===== src/common/xgmii_rx_pkg.sv =====
// lane 0 start only; the CRC register is reflected and never inverted, so a good frame leaves the residue
`default_nettype none

package xgmii_rx_pkg;

    // ----------------------------------------------------------
    // bus widths
    // ----------------------------------------------------------
    localparam int XGMII_DATA_W = 64;
    localparam int XGMII_CTRL_W = 8;
    localparam int LANES        = 8;
    localparam int BYTE_CNT_W   = 4;
    localparam int FCS_BYTES    = 4;
    localparam int STAT_W       = 32;

    // ----------------------------------------------------------
    // xgmii control characters
    // ----------------------------------------------------------
    localparam logic [7:0] CHAR_START = 8'hFB;
    localparam logic [7:0] CHAR_TERM  = 8'hFD;
    localparam logic [7:0] CHAR_IDLE  = 8'h07;

    // ----------------------------------------------------------
    // crc-32, ieee 802.3
    // ----------------------------------------------------------
    localparam logic [31:0] CRC_PRESET    = 32'hFFFF_FFFF;
    localparam logic [31:0] CRC_POLY_REFL = 32'hEDB8_8320;
    localparam logic [31:0] CRC_RESIDUE   = 32'hDEBB_20E3;

    // one byte into the crc register, lsb first
    function automatic logic [31:0] crc32_byte(input logic [31:0] crc, input logic [7:0] b);
        logic [31:0] c;
        c = crc ^ {24'h0, b};
        for (int i = 0; i < 8; i++) begin
            if (c[0]) begin
                c = (c >> 1) ^ CRC_POLY_REFL;
            end else begin
                c = c >> 1;
            end
        end
        return c;
    endfunction

endpackage

`default_nettype wire


===== src/common/xgmii_word_if.sv =====
// one decoded word per vld pulse; eof words carry the terminate lane in nbytes, err words carry 0
`timescale 1ns/1ns
`default_nettype none

interface xgmii_word_if import xgmii_rx_pkg::*; ();

    logic                    vld;
    logic                    sof;
    logic                    eof;
    logic                    err;
    logic [XGMII_DATA_W-1:0] data;
    // valid bytes sit in lanes 0 to nbytes-1
    logic [BYTE_CNT_W-1:0]   nbytes;

    modport decoder (output vld, sof, eof, err, data, nbytes);

    // stripper and checker both listen
    modport consumer (input vld, sof, eof, err, data, nbytes);

endinterface

`default_nettype wire


===== src/common/axis_beat_if.sv =====
// no ready signal, a beat lasts exactly one cycle and cannot be stalled
`timescale 1ns/1ns
`default_nettype none

interface axis_beat_if import xgmii_rx_pkg::*; ();

    logic                    vld;
    logic [XGMII_DATA_W-1:0] data;
    logic [LANES-1:0]        keep;
    // the frame verdict belongs to this beat
    logic                    last;

    modport stripper (output vld, data, keep, last);

    modport receiver (input vld, data, keep, last);

endinterface

`default_nettype wire


===== src/hw/xgmii_rx/xgmii_word_decoder.sv =====
// only a lane 0 start word opens a frame; preamble bytes are not checked, two cycles of latency
`timescale 1ns/1ns
`default_nettype none

module xgmii_word_decoder import xgmii_rx_pkg::*; (
    input  logic                    clk,
    input  logic                    inv_aresetn,
    input  logic [XGMII_DATA_W-1:0] xgmii_d_i,
    input  logic [XGMII_CTRL_W-1:0] xgmii_c_i,
    xgmii_word_if.decoder           word_o
);

    typedef enum logic {
        ST_IDLE,
        ST_FRAME
    } state_t;

    state_t                  state_q;
    logic                    first_q;
    logic [XGMII_DATA_W-1:0] d_q;
    logic [XGMII_CTRL_W-1:0] c_q;
    logic                    is_start;
    logic                    is_data;
    logic                    is_term;
    logic [BYTE_CNT_W-1:0]   term_lane;

    // ----------------------------------------------------------
    // word classification
    // ----------------------------------------------------------
    assign is_start = (c_q == XGMII_CTRL_W'(1)) && (d_q[7:0] == CHAR_START);
    assign is_data  = (c_q == '0);

    // terminate: all lanes from t upward are control, lane t holds 0xfd
    always_comb begin
        is_term   = 1'b0;
        term_lane = '0;
        for (int i = 0; i < LANES; i++) begin
            if ((c_q == ({XGMII_CTRL_W{1'b1}} << i)) && (d_q[8*i +: 8] == CHAR_TERM)) begin
                is_term   = 1'b1;
                term_lane = BYTE_CNT_W'(i);
            end
        end
    end

    // ----------------------------------------------------------
    // input lanes and state
    // ----------------------------------------------------------
    always_ff @(posedge clk) begin
        d_q <= xgmii_d_i;
        if (inv_aresetn) begin
            c_q          <= '1;
            state_q      <= ST_IDLE;
            first_q      <= 1'b0;
            word_o.vld   <= 1'b0;
            word_o.sof   <= 1'b0;
            word_o.eof   <= 1'b0;
            word_o.err   <= 1'b0;
        end else begin
            c_q        <= xgmii_c_i;
            word_o.vld <= 1'b0;
            word_o.sof <= 1'b0;
            word_o.eof <= 1'b0;
            word_o.err <= 1'b0;
            case (state_q)
                ST_IDLE: begin
                    if (is_start) begin
                        state_q <= ST_FRAME;
                        first_q <= 1'b1;
                    end
                end
                ST_FRAME: begin
                    word_o.vld <= 1'b1;
                    word_o.sof <= first_q;
                    first_q    <= 1'b0;
                    if (!is_data) begin
                        // any control use ends the frame
                        word_o.eof <= 1'b1;
                        word_o.err <= !is_term;
                        state_q    <= ST_IDLE;
                    end
                end
                default: state_q <= ST_IDLE;
            endcase
        end
    end

    // payload side
    always_ff @(posedge clk) begin
        word_o.data <= d_q;
        if (is_data) begin
            word_o.nbytes <= BYTE_CNT_W'(LANES);
        end else if (is_term) begin
            word_o.nbytes <= term_lane;
        end else begin
            word_o.nbytes <= '0;
        end
    end

endmodule

`default_nettype wire


===== src/hw/xgmii_rx/fcs_stripper.sv =====
// expects at least one full data word before the fcs; an aborted frame ends on the held word
`timescale 1ns/1ns
`default_nettype none

module fcs_stripper import xgmii_rx_pkg::*; (
    input  logic           clk,
    input  logic           inv_aresetn,
    xgmii_word_if.consumer word_i,
    axis_beat_if.stripper  beat_o
);

    logic [XGMII_DATA_W-1:0] hold_data_q;
    logic                    hold_vld_q;
    logic [XGMII_DATA_W-1:0] pend_data_q;
    logic [LANES-1:0]        pend_keep_q;
    logic                    pend_vld_q;
    logic                    short_end;

    // keep with the n lowest lanes set, n from 0 to 8
    function automatic logic [LANES-1:0] low_lanes(input logic [BYTE_CNT_W-1:0] n);
        return {LANES{1'b1}} >> (BYTE_CNT_W'(LANES) - n);
    endfunction

    // fcs fits in the held word plus the eof word
    assign short_end = (word_i.nbytes <= BYTE_CNT_W'(FCS_BYTES));

    // ----------------------------------------------------------
    // beat control
    // ----------------------------------------------------------
    always_ff @(posedge clk) begin
        if (inv_aresetn) begin
            hold_vld_q  <= 1'b0;
            pend_vld_q  <= 1'b0;
            beat_o.vld  <= 1'b0;
            beat_o.last <= 1'b0;
        end else begin
            beat_o.vld  <= 1'b0;
            beat_o.last <= 1'b0;
            pend_vld_q  <= 1'b0;
            if (pend_vld_q) begin
                // trailing bytes of a t > 4 frame
                beat_o.vld  <= 1'b1;
                beat_o.last <= 1'b1;
            end else if (word_i.vld) begin
                if (word_i.err) begin
                    beat_o.vld  <= 1'b1;
                    beat_o.last <= 1'b1;
                    hold_vld_q  <= 1'b0;
                end else if (word_i.eof) begin
                    beat_o.vld  <= 1'b1;
                    beat_o.last <= short_end;
                    pend_vld_q  <= !short_end;
                    hold_vld_q  <= 1'b0;
                end else begin
                    beat_o.vld <= hold_vld_q;
                    hold_vld_q <= 1'b1;
                end
            end
        end
    end

    // ----------------------------------------------------------
    // beat payload
    // ----------------------------------------------------------
    always_ff @(posedge clk) begin
        if (pend_vld_q) begin
            beat_o.data <= pend_data_q;
            beat_o.keep <= pend_keep_q;
        end else if (word_i.vld) begin
            beat_o.data <= hold_data_q;
            if (word_i.err) begin
                beat_o.keep <= hold_vld_q ? {LANES{1'b1}} : '0;
            end else if (word_i.eof && short_end) begin
                beat_o.keep <= low_lanes(BYTE_CNT_W'(FCS_BYTES) + word_i.nbytes);
            end else begin
                beat_o.keep <= {LANES{1'b1}};
            end
            if (!word_i.eof) begin
                hold_data_q <= word_i.data;
            end
            pend_data_q <= word_i.data;
            pend_keep_q <= low_lanes(word_i.nbytes - BYTE_CNT_W'(FCS_BYTES));
        end
    end

endmodule

`default_nettype wire


===== src/hw/xgmii_rx/fcs_checker.sv =====
// crc covers every frame byte including the fcs; the verdict pulses one cycle after the eof word
`timescale 1ns/1ns
`default_nettype none

module fcs_checker import xgmii_rx_pkg::*; (
    input  logic           clk,
    input  logic           inv_aresetn,
    xgmii_word_if.consumer word_i,
    output logic           fcs_done_o,
    output logic           fcs_ok_o
);

    logic [31:0] crc_q;
    logic [31:0] crc_next;

    // ----------------------------------------------------------
    // fold the valid lanes of one word
    // ----------------------------------------------------------
    always_comb begin
        crc_next = word_i.sof ? CRC_PRESET : crc_q;
        for (int i = 0; i < LANES; i++) begin
            if (BYTE_CNT_W'(i) < word_i.nbytes) begin
                crc_next = crc32_byte(crc_next, word_i.data[8*i +: 8]);
            end
        end
    end

    always_ff @(posedge clk) begin
        if (word_i.vld) begin
            crc_q <= crc_next;
        end
    end

    // ----------------------------------------------------------
    // verdict
    // ----------------------------------------------------------
    always_ff @(posedge clk) begin
        if (inv_aresetn) begin
            fcs_done_o <= 1'b0;
            fcs_ok_o   <= 1'b0;
        end else begin
            fcs_done_o <= word_i.vld && word_i.eof;
            if (word_i.vld && word_i.eof) begin
                // an aborted frame never passes
                fcs_ok_o <= !word_i.err && (crc_next == CRC_RESIDUE);
            end
        end
    end

endmodule

`default_nettype wire


===== src/hw/xgmii_rx/frame_status_merger.sv =====
// the verdict must arrive with the last beat or one cycle before it; counters wrap silently
`timescale 1ns/1ns
`default_nettype none

module frame_status_merger import xgmii_rx_pkg::*; (
    input  logic                    clk,
    input  logic                    inv_aresetn,
    axis_beat_if.receiver           beat_i,
    input  logic                    fcs_done_i,
    input  logic                    fcs_ok_i,
    output logic [XGMII_DATA_W-1:0] tdata_o,
    output logic [LANES-1:0]        tkeep_o,
    output logic                    tvalid_o,
    output logic                    tlast_o,
    output logic                    tuser_o,
    output logic [STAT_W-1:0]       good_frames_o,
    output logic [STAT_W-1:0]       bad_frames_o
);

    logic verdict_q;
    logic verdict;

    // same-cycle verdict bypasses the latch
    assign verdict = fcs_done_i ? fcs_ok_i : verdict_q;

    // ----------------------------------------------------------
    // output stage and counters
    // ----------------------------------------------------------
    always_ff @(posedge clk) begin
        if (inv_aresetn) begin
            verdict_q     <= 1'b0;
            tvalid_o      <= 1'b0;
            tlast_o       <= 1'b0;
            tuser_o       <= 1'b0;
            good_frames_o <= '0;
            bad_frames_o  <= '0;
        end else begin
            if (fcs_done_i) begin
                verdict_q <= fcs_ok_i;
            end
            tvalid_o <= beat_i.vld;
            tlast_o  <= beat_i.vld && beat_i.last;
            tuser_o  <= beat_i.vld && beat_i.last && verdict;
            if (tvalid_o && tlast_o) begin
                if (tuser_o) begin
                    good_frames_o <= good_frames_o + STAT_W'(1);
                end else begin
                    bad_frames_o <= bad_frames_o + STAT_W'(1);
                end
            end
        end
    end

    always_ff @(posedge clk) begin
        tdata_o <= beat_i.data;
        tkeep_o <= beat_i.keep;
    end

endmodule

`default_nettype wire


===== src/hw/xgmii_axis_rx.sv =====
// lane 0 start only, no back-pressure; output latency depends on the terminate lane
`timescale 1ns/1ns
`default_nettype none

module xgmii_axis_rx import xgmii_rx_pkg::*; (
    input  logic                    clk,
    input  logic                    inv_aresetn,
    input  logic [XGMII_DATA_W-1:0] xgmii_d_i,
    input  logic [XGMII_CTRL_W-1:0] xgmii_c_i,
    output logic [XGMII_DATA_W-1:0] tdata_o,
    output logic [LANES-1:0]        tkeep_o,
    output logic                    tvalid_o,
    output logic                    tlast_o,
    output logic                    tuser_o,
    output logic [STAT_W-1:0]       good_frames_o,
    output logic [STAT_W-1:0]       bad_frames_o
);

    logic fcs_done;
    logic fcs_ok;

    xgmii_word_if word_if ();
    axis_beat_if  beat_if ();

    xgmii_word_decoder u_decoder (
        .clk         (clk),
        .inv_aresetn (inv_aresetn),
        .xgmii_d_i   (xgmii_d_i),
        .xgmii_c_i   (xgmii_c_i),
        .word_o      (word_if)
    );

    // ----------------------------------------------------------
    // stripper and checker run side by side on the same words
    // ----------------------------------------------------------
    fcs_stripper u_stripper (
        .clk         (clk),
        .inv_aresetn (inv_aresetn),
        .word_i      (word_if),
        .beat_o      (beat_if)
    );

    fcs_checker u_checker (
        .clk         (clk),
        .inv_aresetn (inv_aresetn),
        .word_i      (word_if),
        .fcs_done_o  (fcs_done),
        .fcs_ok_o    (fcs_ok)
    );

    frame_status_merger u_merger (
        .clk           (clk),
        .inv_aresetn   (inv_aresetn),
        .beat_i        (beat_if),
        .fcs_done_i    (fcs_done),
        .fcs_ok_i      (fcs_ok),
        .tdata_o       (tdata_o),
        .tkeep_o       (tkeep_o),
        .tvalid_o      (tvalid_o),
        .tlast_o       (tlast_o),
        .tuser_o       (tuser_o),
        .good_frames_o (good_frames_o),
        .bad_frames_o  (bad_frames_o)
    );

endmodule

`default_nettype wire


===== config.mk =====
export PLATFORM = sky130hd
export DESIGN_NAME = xgmii_axis_rx
export DESIGN_NICKNAME = d
export VERILOG_FILES = /design/src/common/xgmii_rx_pkg.sv /design/src/common/xgmii_word_if.sv /design/src/common/axis_beat_if.sv /design/src/hw/xgmii_rx/xgmii_word_decoder.sv /design/src/hw/xgmii_rx/fcs_stripper.sv /design/src/hw/xgmii_rx/fcs_checker.sv /design/src/hw/xgmii_rx/frame_status_merger.sv /design/src/hw/xgmii_axis_rx.sv
export SDC_FILE = /design/constraint.sdc
export NUM_CORES = 1
export LEC_CHECK = 0
export ABC_CLOCK_PERIOD_IN_PS = 30600
export BUFFER_PORTS_ARGS = -buffer_cell sky130_fd_sc_hd__buf_2
export CAP_MARGIN = 20
export CORE_MARGIN = 5
export CORE_UTILIZATION = 60
export CTS_BUF_LIST = sky130_fd_sc_hd__clkbuf_16
export DETAILED_ROUTE_END_ITERATION = 7
export GPL_ROUTABILITY_DRIVEN = 0
export PLACE_DENSITY_LB_ADDON = 0.3
export SLEW_MARGIN = 30
export SYNTH_ARGS = -nofsm -noshare
export SYNTH_HDL_FRONTEND = slang
export SYNTH_SLANG_ARGS = --single-unit

===== constraint.sdc =====
create_clock -name clk -period 30.6 [get_ports clk]
set_input_delay 6.12 -clock clk [delete_from_list [all_inputs] [get_ports clk]]
set_output_delay 6.12 -clock clk [all_outputs]
set_load 0.01 [all_outputs]

==> summary.txt, run 1 <==
Layout
  – ANT cells: 0
  – Nets@finish: 3017
  – Area growth, synth to finish: 10.9%
  – Share of post-route cells with drive strength above 1: 17.5%
  – Multi-input gate area: 16000 um2
  – Register area: between 10000 and 15000 um2
  – Fillers: 3719
  – Fin util: 67.3%
  – Design Area, Final: around 33000 um2
  – Non-Filler Instances: between 3000 and 4000
  – Commonest non-fill, non-tap cell in the layout: xnor2_1
  – Commonest cells after routing, fill and taps aside: xnor2_1, dfxtp_1, nor2_1

Route
  – Initial DRC Count: 2517
  – DRT met1 WL: 31.0 mm
  – First-pass DRT Iterations: 6
  – Metal2 WL: 37.0 mm
  – Residual DRC: 0
  – Met3 WL: 7.24 mm
  – Post-Route WL: 79.1 mm
  – Max layer used: met4
  – Via count: between 20000 and 25000
  – Antenna Nets Post-Route: 0
  – Detailed-route vias per instance: 6.16
  – DR WL/cell: 21.7 um

STA
  – Hold Violations, Final: 0
  – Fin crit period: 12320 ps
  – Count of final setup violators: 0
  – Worst-Margin Slew: 983 ps
  – Final worst path period share: 40.3%
  – Maximum clock rate: between 0.08 and 0.09 GHz
  – Slew Limit Fails: 0
  – TNS Setup: 0 ps
  – Relative slew margins: 34.1%
  – Worst Skew: 47.9 ps
  – RSZ-0062 raised after global routing: no

Placement
  – Hpwl dp: approximately 59 mm
  – DP Cell Count: 3547
  – Dpl cell area: about 31000 um2
  – Port bufs: 212

Floorplanning
  – IO Count: 213
  – Die width: 233 um
  – Die area: 54200 um2
  – Initial Utilization: 60.7%
  – Die H: between 200 and 250 um
  – Row count: between 80 and 90
  – Core area: 49100 um2

Outcome
  – Status: complete, no violations

Yosys
  – Ys flop type: dfxtp_1
  – Synthesized area: 29800 um2
  – Async S/R FF share, synth: 0%
  – Sequential area share after synthesis: 43.9%
  – Post-Synthesis Mean Instance Area: approximately 11 um2
  – Synth top area share: 24.2%
  – Synth Area in Compound Gates: 11.6%
  – Post-Synth Simple-Gate Area: approximately 15%
  – Post-synthesis xor/xnor area fraction: between 20 and 25%
  – Post-synthesis adder-cell area fraction: 0.252%
  – Post-synth EDFFs: 240
  – Post-synthesis register bit count: 532
  – Mapped Nets: 2868
  – Largest family of logic cells by synthesized area: XOR/XNOR gates
  – Synth top area cells: edfxtp_1, dfxtp_1, xnor2_1, xnor3_1, xor2_1
  – Synth warnings: 0
  – Multiplexer area fraction after synthesis: 5.59%
  – Synth cell types: approximately 110
  – Synth area leader: edfxtp_1
  – Synthesized instance count: 2788

Worst hold path
  – Hold path cells: 0
  – Min-Delay Path Class: flip-flop to flip-flop

Setup path
  – Critical path capture point type: flip-flop
  – CP bufs+invs: 2
  – Slowest-stage cell, CP: xor2_2
  – Stages on worst setup path: 33
  – Worst Setup Path Type: flip-flop to flip-flop
  – CP max stage delay: 740 ps
  – Crit path max fanout: 64
  – Worst reg2reg path depth: 33
  – Family with the most delay on the worst path: simple AND/OR/NAND/NOR gates
  – WP data arrival: approximately 13000 ps
  – Critical path data required time: 31150 ps
  – CP startpoint kind: flip-flop

Global routing
  – Vias in the first global route: 21800
  – First-pass GRT wire length: 122 mm
  – GRT overflow: 0
  – Initial antenna violation count: 0
  – Total GRT Usage: 28.5%
  – Largest net degree at the start of global routing: 95

Pwr
  – Lkg Pwr: 0.0125 uW
  – PwrDens: a little under 50 nW/um2
  – Peak VDD IR: 41.8 uV
  – Final Total Pwr: 1610 uW

Clock tree
  – Inserted Clock Buffers: 52
  – CTS tree: yes
  – Clock Path Buffers: 3
  – Post-CTS Hold Fix Bufs: 0
  – Worst-path clk slew: around 70 ps
  – Root buffer selected by CTS: clkbuf_16
  – Clk_lat worst skew: 620 ps
  – Resize count post-CTS: 0
  – CTS H-tree depth: 2
  – Post-CTS Setup Bufs: 0
  – CTS Sinks: 532

Flow run
  – Max-cap viol count: 0
layer usage:
layer	vias up	track usage [%]
met5	-	0
met4	0	12.2
met3	264	5.23
met2	1160	46.4
met1	10700	37.8
li1	10300	-
through the flow:
| step | setup slack [ps] | hold WS, ps |
|---|---|---|
| floorplan | 20910 | 322 |
| finish | 18280 | 323 |
| CTS | 18540 | 311 |
| detailed placement | 18580 | 327 |
| global route | 17680 | 333 |
| global placement | 19090 | 324 |
synthesized netlist by cell type, types with 33 or more instances:
cell type and count:
a21oi_1 124, clkbuf_1 84, dfxtp_1 292, edfxtp_1 240, mux2_2 81, mux2i_1 68
nand2_1 190, nand3_1 71, nand4_1 33, nor2_1 243, nor3_1 72, o21ai_0 101
or3_1 57, xnor2_1 313, xnor3_1 68, xor2_1 147
area by class of cell:
type,instances,share of cell area (%)
tap,664,2.52
sequential,532,39.6
clock inverter,44,1.00
clock buffer,54,4.10
timing repair buffer,237,3.91
multi-input combinational,2083,48.5
inverter,31,0.353
state kept, by name (all words and copies together), names as in the netlist, 8 cells and up:
register	flops
u_stripper.hold_data_q	64
u_decoder.c_q	8
u_merger.good_frames_o	32
u_checker.crc_q	32
u_stripper.pend_keep_q	8
u_stripper.pend_data_q	64
u_decoder.word_o.data	64
u_merger.tkeep_o	8
u_stripper.beat_o.keep	8
u_merger.tdata_o	64
u_merger.bad_frames_o	32
u_stripper.beat_o.data	64
u_decoder.d_q	64
power by group:
part / internal (uW) / switching (uW) / total (uW)
Clock: 343 / 277 / 620
Combinational: 106 / 118 / 224
Sequential: 749 / 14.2 / 763
worst paths after layout:
check                         endpoint  slack, ps                  startpoint
setup / recovery    u_checker.fcs_ok_o      18280  u_decoder.word_o.nbytes[1]
hold / removal    u_merger.tdata_o[41]        320  u_stripper.beat_o.data[41]
setup reg to reg    u_checker.fcs_ok_o      18280  u_decoder.word_o.nbytes[1]
hold reg to reg   u_merger.tdata_o[41]        320  u_stripper.beat_o.data[41]
cells by family after synthesis:
| kind of cell | Yosys count |
|---|---|
| AO/OA/AOI/OAI | 490 |
| XOR/XNOR | 567 |
| adder cells (fa/ha/maj) | 6 |
| buffers and inverters | 173 |
| flip-flops | 532 |
| multiplexers | 153 |
| AND/OR/NAND/NOR | 867 |
No activity file was read; power rests on OpenSTA's default activity.
==> inputs of run 2 (changes only) <==
Settings changed: ABC_CLOCK_PERIOD_IN_PS 30600 to 10150, CORE_UTILIZATION 60 to 55.
Clock period 30.6 ns to 10.15 ns, I/O delays scaled along.
==> run 2 against run 1 <==
Clock power rose to 3.1 times the previous value. Non-clock buffer count rose by 187. Count of clock-buffer cells in the layout fell by 1. Clock skew rose by 7.4 ps. Cell count rose by 6.0%. Register-to-register slack got worse by 18000 ps. Routed wire length rose by 5.6%. Design area rose by 6.4%. Largest cell class unchanged.
==> summary.txt, run 2 (synthesized netlist as in run 1, its figures left out) <==
Layout
  – Area growth, synth to finish: 17.9%
  – Commonest cells after routing, fill and taps aside: xnor2_1, dfxtp_1, nor2_1, edfxtp_1, buf_2
  – Fillers: 4139
  – Non-Filler Instances: 3864
  – Commonest non-fill, non-tap cell in the layout: xnor2_1
  – Nets@finish: 3204
  – ANT cells: 0
  – Share of post-route cells with drive strength above 1: between 20 and 25%
  – Multi-input gate area: 16600 um2
  – Design Area, Final: 35100 um2
  – Register area: 13100 um2
  – Fin util: 65.3%

STA
  – Maximum clock rate: approximately 0.1 GHz
  – Hold Violations, Final: 0
  – Final worst path period share: 98.9%
  – Slew Limit Fails: 0
  – Relative slew margins: 44.2%
  – Worst Skew: 55.3 ps
  – Worst-Margin Slew: 831 ps
  – Count of final setup violators: 0
  – Fin crit period: 10040 ps

Flow run
  – Max-cap viol count: 0

Route
  – Via count: 23400
  – Antenna Nets Post-Route: 0
  – Detailed-route vias per instance: 6.05
  – Initial DRC Count: between 2000 and 3000
  – Residual DRC: 0
  – DR WL/cell: 21.6 um
  – First-pass DRT Iterations: 6
  – Post-Route WL: around 84 mm

Global routing
  – GRT overflow: 0
  – Largest net degree at the start of global routing: between 80 and 90
  – First-pass GRT wire length: 127 mm
  – Total GRT Usage: 26.9%
  – Vias in the first global route: roughly 23000
  – Initial antenna violation count: 2

Clock tree
  – Clk_lat worst skew: 640 ps
  – Post-CTS Hold Fix Bufs: 0
  – CTS H-tree depth: 2
  – Root buffer selected by CTS: clkbuf_16
  – CTS Sinks: 532
  – CTS tree: yes
  – Worst-path clk slew: about 70 ps
  – Inserted Clock Buffers: 52
  – Clock Path Buffers: 3

Floorplanning
  – Die width: 243 um
  – IO Count: 213
  – Die area: 58900 um2
  – Core area: 53700 um2
  – Die H: about 240 um
  – Row count: 85
  – Initial Utilization: a little under three fifths

Placement
  – Port bufs: 212
  – DP Cell Count: approximately 3700
  – Hpwl dp: 62.7 mm
  – Dpl cell area: 32500 um2

Pwr
  – Lkg Pwr: approximately 0.014 uW
  – Sequential share of power: 45.9%
  – Peak VDD IR: 135 uV
  – Logic gate share of total power: ~15%
  – Clock share of power: a little under 40%
  – Int Power: 3760 uW
  – Sw Pwr: 1250 uW
  – Sw Ratio: roughly 25%
  – PwrDens: 143 nW/um2

Outcome
  – Status: complete, no violations

Setup path
  – Critical path data required time: 10710 ps
  – Worst Setup Path Type: flip-flop to flip-flop
  – Family with the most delay on the worst path: XOR/XNOR gates
  – Crit path max fanout: 8
  – CP max stage delay: 530 ps
  – WP data arrival: between 10000 and 15000 ps
  – Slowest-stage cell, CP: edfxtp_1
  – Critical path capture point type: flip-flop
  – CP startpoint kind: flip-flop
  – CP bufs+invs: 3

Worst hold path
  – Min-Delay Path Class: flip-flop to flip-flop
## run 2: path summary, 6_finish.rpt
path / start / endpoint / slack [ps] / cells after the start
setup / recovery: u_checker.crc_q[3] / u_checker.fcs_ok_o / 110 / 33
hold / removal: u_decoder.d_q[33] / u_decoder.word_o.data[33] / 310 / 0
setup reg to reg: u_checker.crc_q[3] / u_checker.fcs_ok_o / 110 / 33
hold reg to reg: u_decoder.d_q[33] / u_decoder.word_o.data[33] / 310 / 0
## run 2: stage by stage
step	hold WS (ps)	setup TNS (ps)	total power [uW]	setup WS (ps)
2_1_floorplan	322	0	2860	465
3_3_place_gp	324	0	3040	238
3_5_place_dp	327	-76.3	3050	-76.3
4_1_cts	315	0	5000	9.74
5_1_grt	333	-196	5200	-196
6_report	311	0	5010	108
## run 2: repair_timing
item	in CTS	in global routing
pin swaps	0	25
hold endpoints to repair	0	0
resized for setup	3	95
setup endpoints to repair	1	9
gates cloned	0	1
setup buffers	0	36
## run 2: power groups by stage
stage	registers (uW)	clock network, uW	logic [uW]
4_1_cts	2300	1990	711
2_1_floorplan	2320	0	541
3_5_place_dp	2340	0	705
3_3_place_gp	2340	0	693
5_1_grt	2300	2090	803
6_report	2300	1950	761
## run 2: metal layers
metal,up-vias,wire (um),track usage (%)
met3,270,7450,4.46
met2,1194,39100,44.0
li1,10700,-,-
met1,11200,32500,35.5
met4,2,4390,12.3
met5,-,41,0
## run 2: final cells by class
type | count | share of cell area, %
Multi-Input combinational cell | 2083 | 47.2
Sequential cell | 532 | 37.2
Timing Repair Buffer | 424 | 7.71
Clock buffer | 53 | 3.78
Tap cell | 696 | 2.48
Clock inverter | 45 | 1.24
Inverter | 31 | 0.332
==> inputs of run 3 (changes only) <==
Settings changed: MAX_ROUTING_LAYER set to met4.
==> run 3 against run 2 <==
Design area down 0.12%. Utilization down 0.082 points. Worst setup slack better by 30 ps. Hold slack better by 1.1 ps. Cell count down 0.10%. Sequential power about the same. Register-to-register slack better by 30 ps. Sequential share of layout area about the same. Routed wire length about the same. Non-clock buffer count down 4. Critical path depth unchanged. Clock skew up 1.7 ps. Critical endpoint unchanged. Largest power group unchanged. Highest routed layer is now met4.
==> summary.txt, run 3 (synthesized netlist as in run 1, its figures left out) <==
Pwr
  – Lkg Pwr: 0.0136 uW
  – Final Total Pwr: 5010 uW
  – Peak VDD IR: 134 uV
  – Sw Pwr: 1250 uW
  – PwrDens: 143 nW/um2
  – Sequential share of power: a little under half
  – Int Power: 3750 uW
  – Sw Ratio: approximately a quarter
  – Logic gate share of total power: between 15 and 20%
  – Clock share of power: 38.9%

Placement
  – DP Cell Count: 3729
  – Dpl cell area: around 32000 um2
  – Pre-CTS WS: -76.3 ps
  – Port bufs: 212
  – Hpwl dp: 62.7 mm

Floorplanning
  – Die area: 58900 um2
  – Row count: 85
  – Die width: 243 um
  – Die H: 243 um
  – IO Count: roughly 210
  – Initial Utilization: about 55%
  – Core area: 53700 um2

Setup path
  – Critical path capture point type: flip-flop
  – CP max stage delay: 530 ps
  – Reg-to-Reg Start: u_checker.crc_q[3]
  – R2r setup slk: 140 ps
  – WP data arrival: 10570 ps
  – CP startpoint kind: flip-flop
  – Family with the most delay on the worst path: XOR/XNOR gates
  – FF-to-FF End: u_checker.fcs_ok_o
  – Worst reg2reg path depth: 33
  – Slowest-stage cell, CP: edfxtp_1
  – Critical path data required time: 10710 ps
  – Crit path max fanout: 8
  – Worst Setup Path Type: flip-flop to flip-flop
  – CP bufs+invs: 3

Clock tree
  – Root buffer selected by CTS: clkbuf_16
  – Post-CTS Hold Fix Bufs: 0
  – CTS Sinks: around 530
  – CTS H-tree depth: 2
  – CTS tree: yes
  – Inserted Clock Buffers: 52
  – Clk_lat worst skew: 640 ps
  – Worst-path clk slew: 70 ps
  – Clock Path Buffers: 3

Worst hold path
  – Hold path cells: 0
  – HP Start: u_decoder.d_q[33]
  – Worst Hold Endpoint: u_decoder.word_o.data[33]
  – Min-Delay Path Class: flip-flop to flip-flop

Global routing
  – Largest net degree at the start of global routing: between 80 and 90
  – Total GRT Usage: 27.7%
  – Vias in the first global route: roughly 23000
  – First-pass GRT wire length: around 130 mm
  – GRT overflow: 0
  – Initial antenna violation count: 1

Flow run
  – Max-cap viol count: 0

STA
  – Worst Skew: 57.0 ps
  – Maximum clock rate: 0.0999 GHz
  – Hold Violations, Final: 0
  – Slew Limit Fails: 0
  – Fin crit period: around 10000 ps
  – WHS: approximately 310 ps
  – Relative slew margins: 43.0%
  – Final worst path period share: a little over nine tenths
  – Worst-Margin Slew: roughly 850 ps
  – Count of final setup violators: 0
  – Worst Setup Slack, final: 138 ps

Route
  – Residual DRC: 0
  – Antenna Nets Post-Route: 0
  – First-pass DRT Iterations: 6
  – DR WL/cell: 21.6 um
  – Post-Route WL: 83.5 mm
  – Initial DRC Count: 2555
  – Via count: 23300
  – Detailed-route vias per instance: 6.04

Layout
  – Area growth, synth to finish: 17.8%
  – Share of post-route cells with drive strength above 1: 24.2%
  – Nets@finish: 3200
  – Commonest cells after routing, fill and taps aside: xnor2_1, dfxtp_1, nor2_1, edfxtp_1, buf_2
  – ANT cells: 0
  – Non-Filler Instances: 3860
  – Fillers: 4145
  – Commonest non-fill, non-tap cell in the layout: xnor2_1
  – Design Area, Final: 35000 um2

Outcome
  – Status: complete, no violations
run 3: area by class of cell:
class                      count  area (um2)  area share (%)
tap                          696         871            2.48
clock buffer                  53        1330            3.78
timing repair buffer         420        2670            7.63
inverter                      31         116           0.332
sequential                   532       13100            37.3
clock inverter                45         435            1.24
multi-input combinational   2083       16600            47.3
run 3: power by group through the flow:
stage | sequential (uW) | clock, uW | combinational, uW
after floorplan | 2320 | 0 | 541
after global placement | 2340 | 0 | 693
after detailed placement | 2340 | 0 | 705
after CTS | 2300 | 1990 | 711
after global routing | 2300 | 2090 | 801
final | 2300 | 1950 | 759
run 3: per-stage QoR:
stage	utilization [%]	TNS, ps
final	65.3	0
after global routing	65.3	-174
after CTS	63.7	0
after detailed placement	60.4	-76.3
after global placement	60.4	0
after floorplan	-	0
run 3: what timing repair did:
| item | in CTS | in global routing |
|---|---|---|
| buffers inserted | 0 | 32 |
| gates cloned | 0 | 1 |
| pin swaps | 0 | 25 |
| setup endpoints to repair | 1 | 9 |
| gates resized for setup | 3 | 95 |
run 3: worst register-to-register path, delay by kind of cell, from the launching register on:
kind                      cells  cell delay, ps
xor gates and xnor gates      9            3110
and+or+nand+nor              12            2980
AOI/OAI and AO/OA             6            1900
muxes                         3             860
buffers and inverters         3             570
DFF                           1             530
run 3: metal layers:
metal  track usage [%]  wire length [um]
met1              35.6             33100
met2              44.0             39000
met3              4.13              6940
met4              12.4              4350
met5                 -                 0
run 3: worst max path at each step:
stage                                     startpoint            endpoint  slack, ps  cells past startpoint
after global placement    u_decoder.word_o.nbytes[0]  u_checker.fcs_ok_o        240                     35
after CTS                 u_decoder.word_o.nbytes[0]  u_checker.fcs_ok_o         10                     33
after global routing              u_checker.crc_q[3]  u_checker.fcs_ok_o       -170                     35
after floorplan           u_decoder.word_o.nbytes[1]  u_checker.fcs_ok_o        460                     36
final                             u_checker.crc_q[3]  u_checker.fcs_ok_o        140                     33
after detailed placement  u_decoder.word_o.nbytes[0]  u_checker.fcs_ok_o        -80                     34
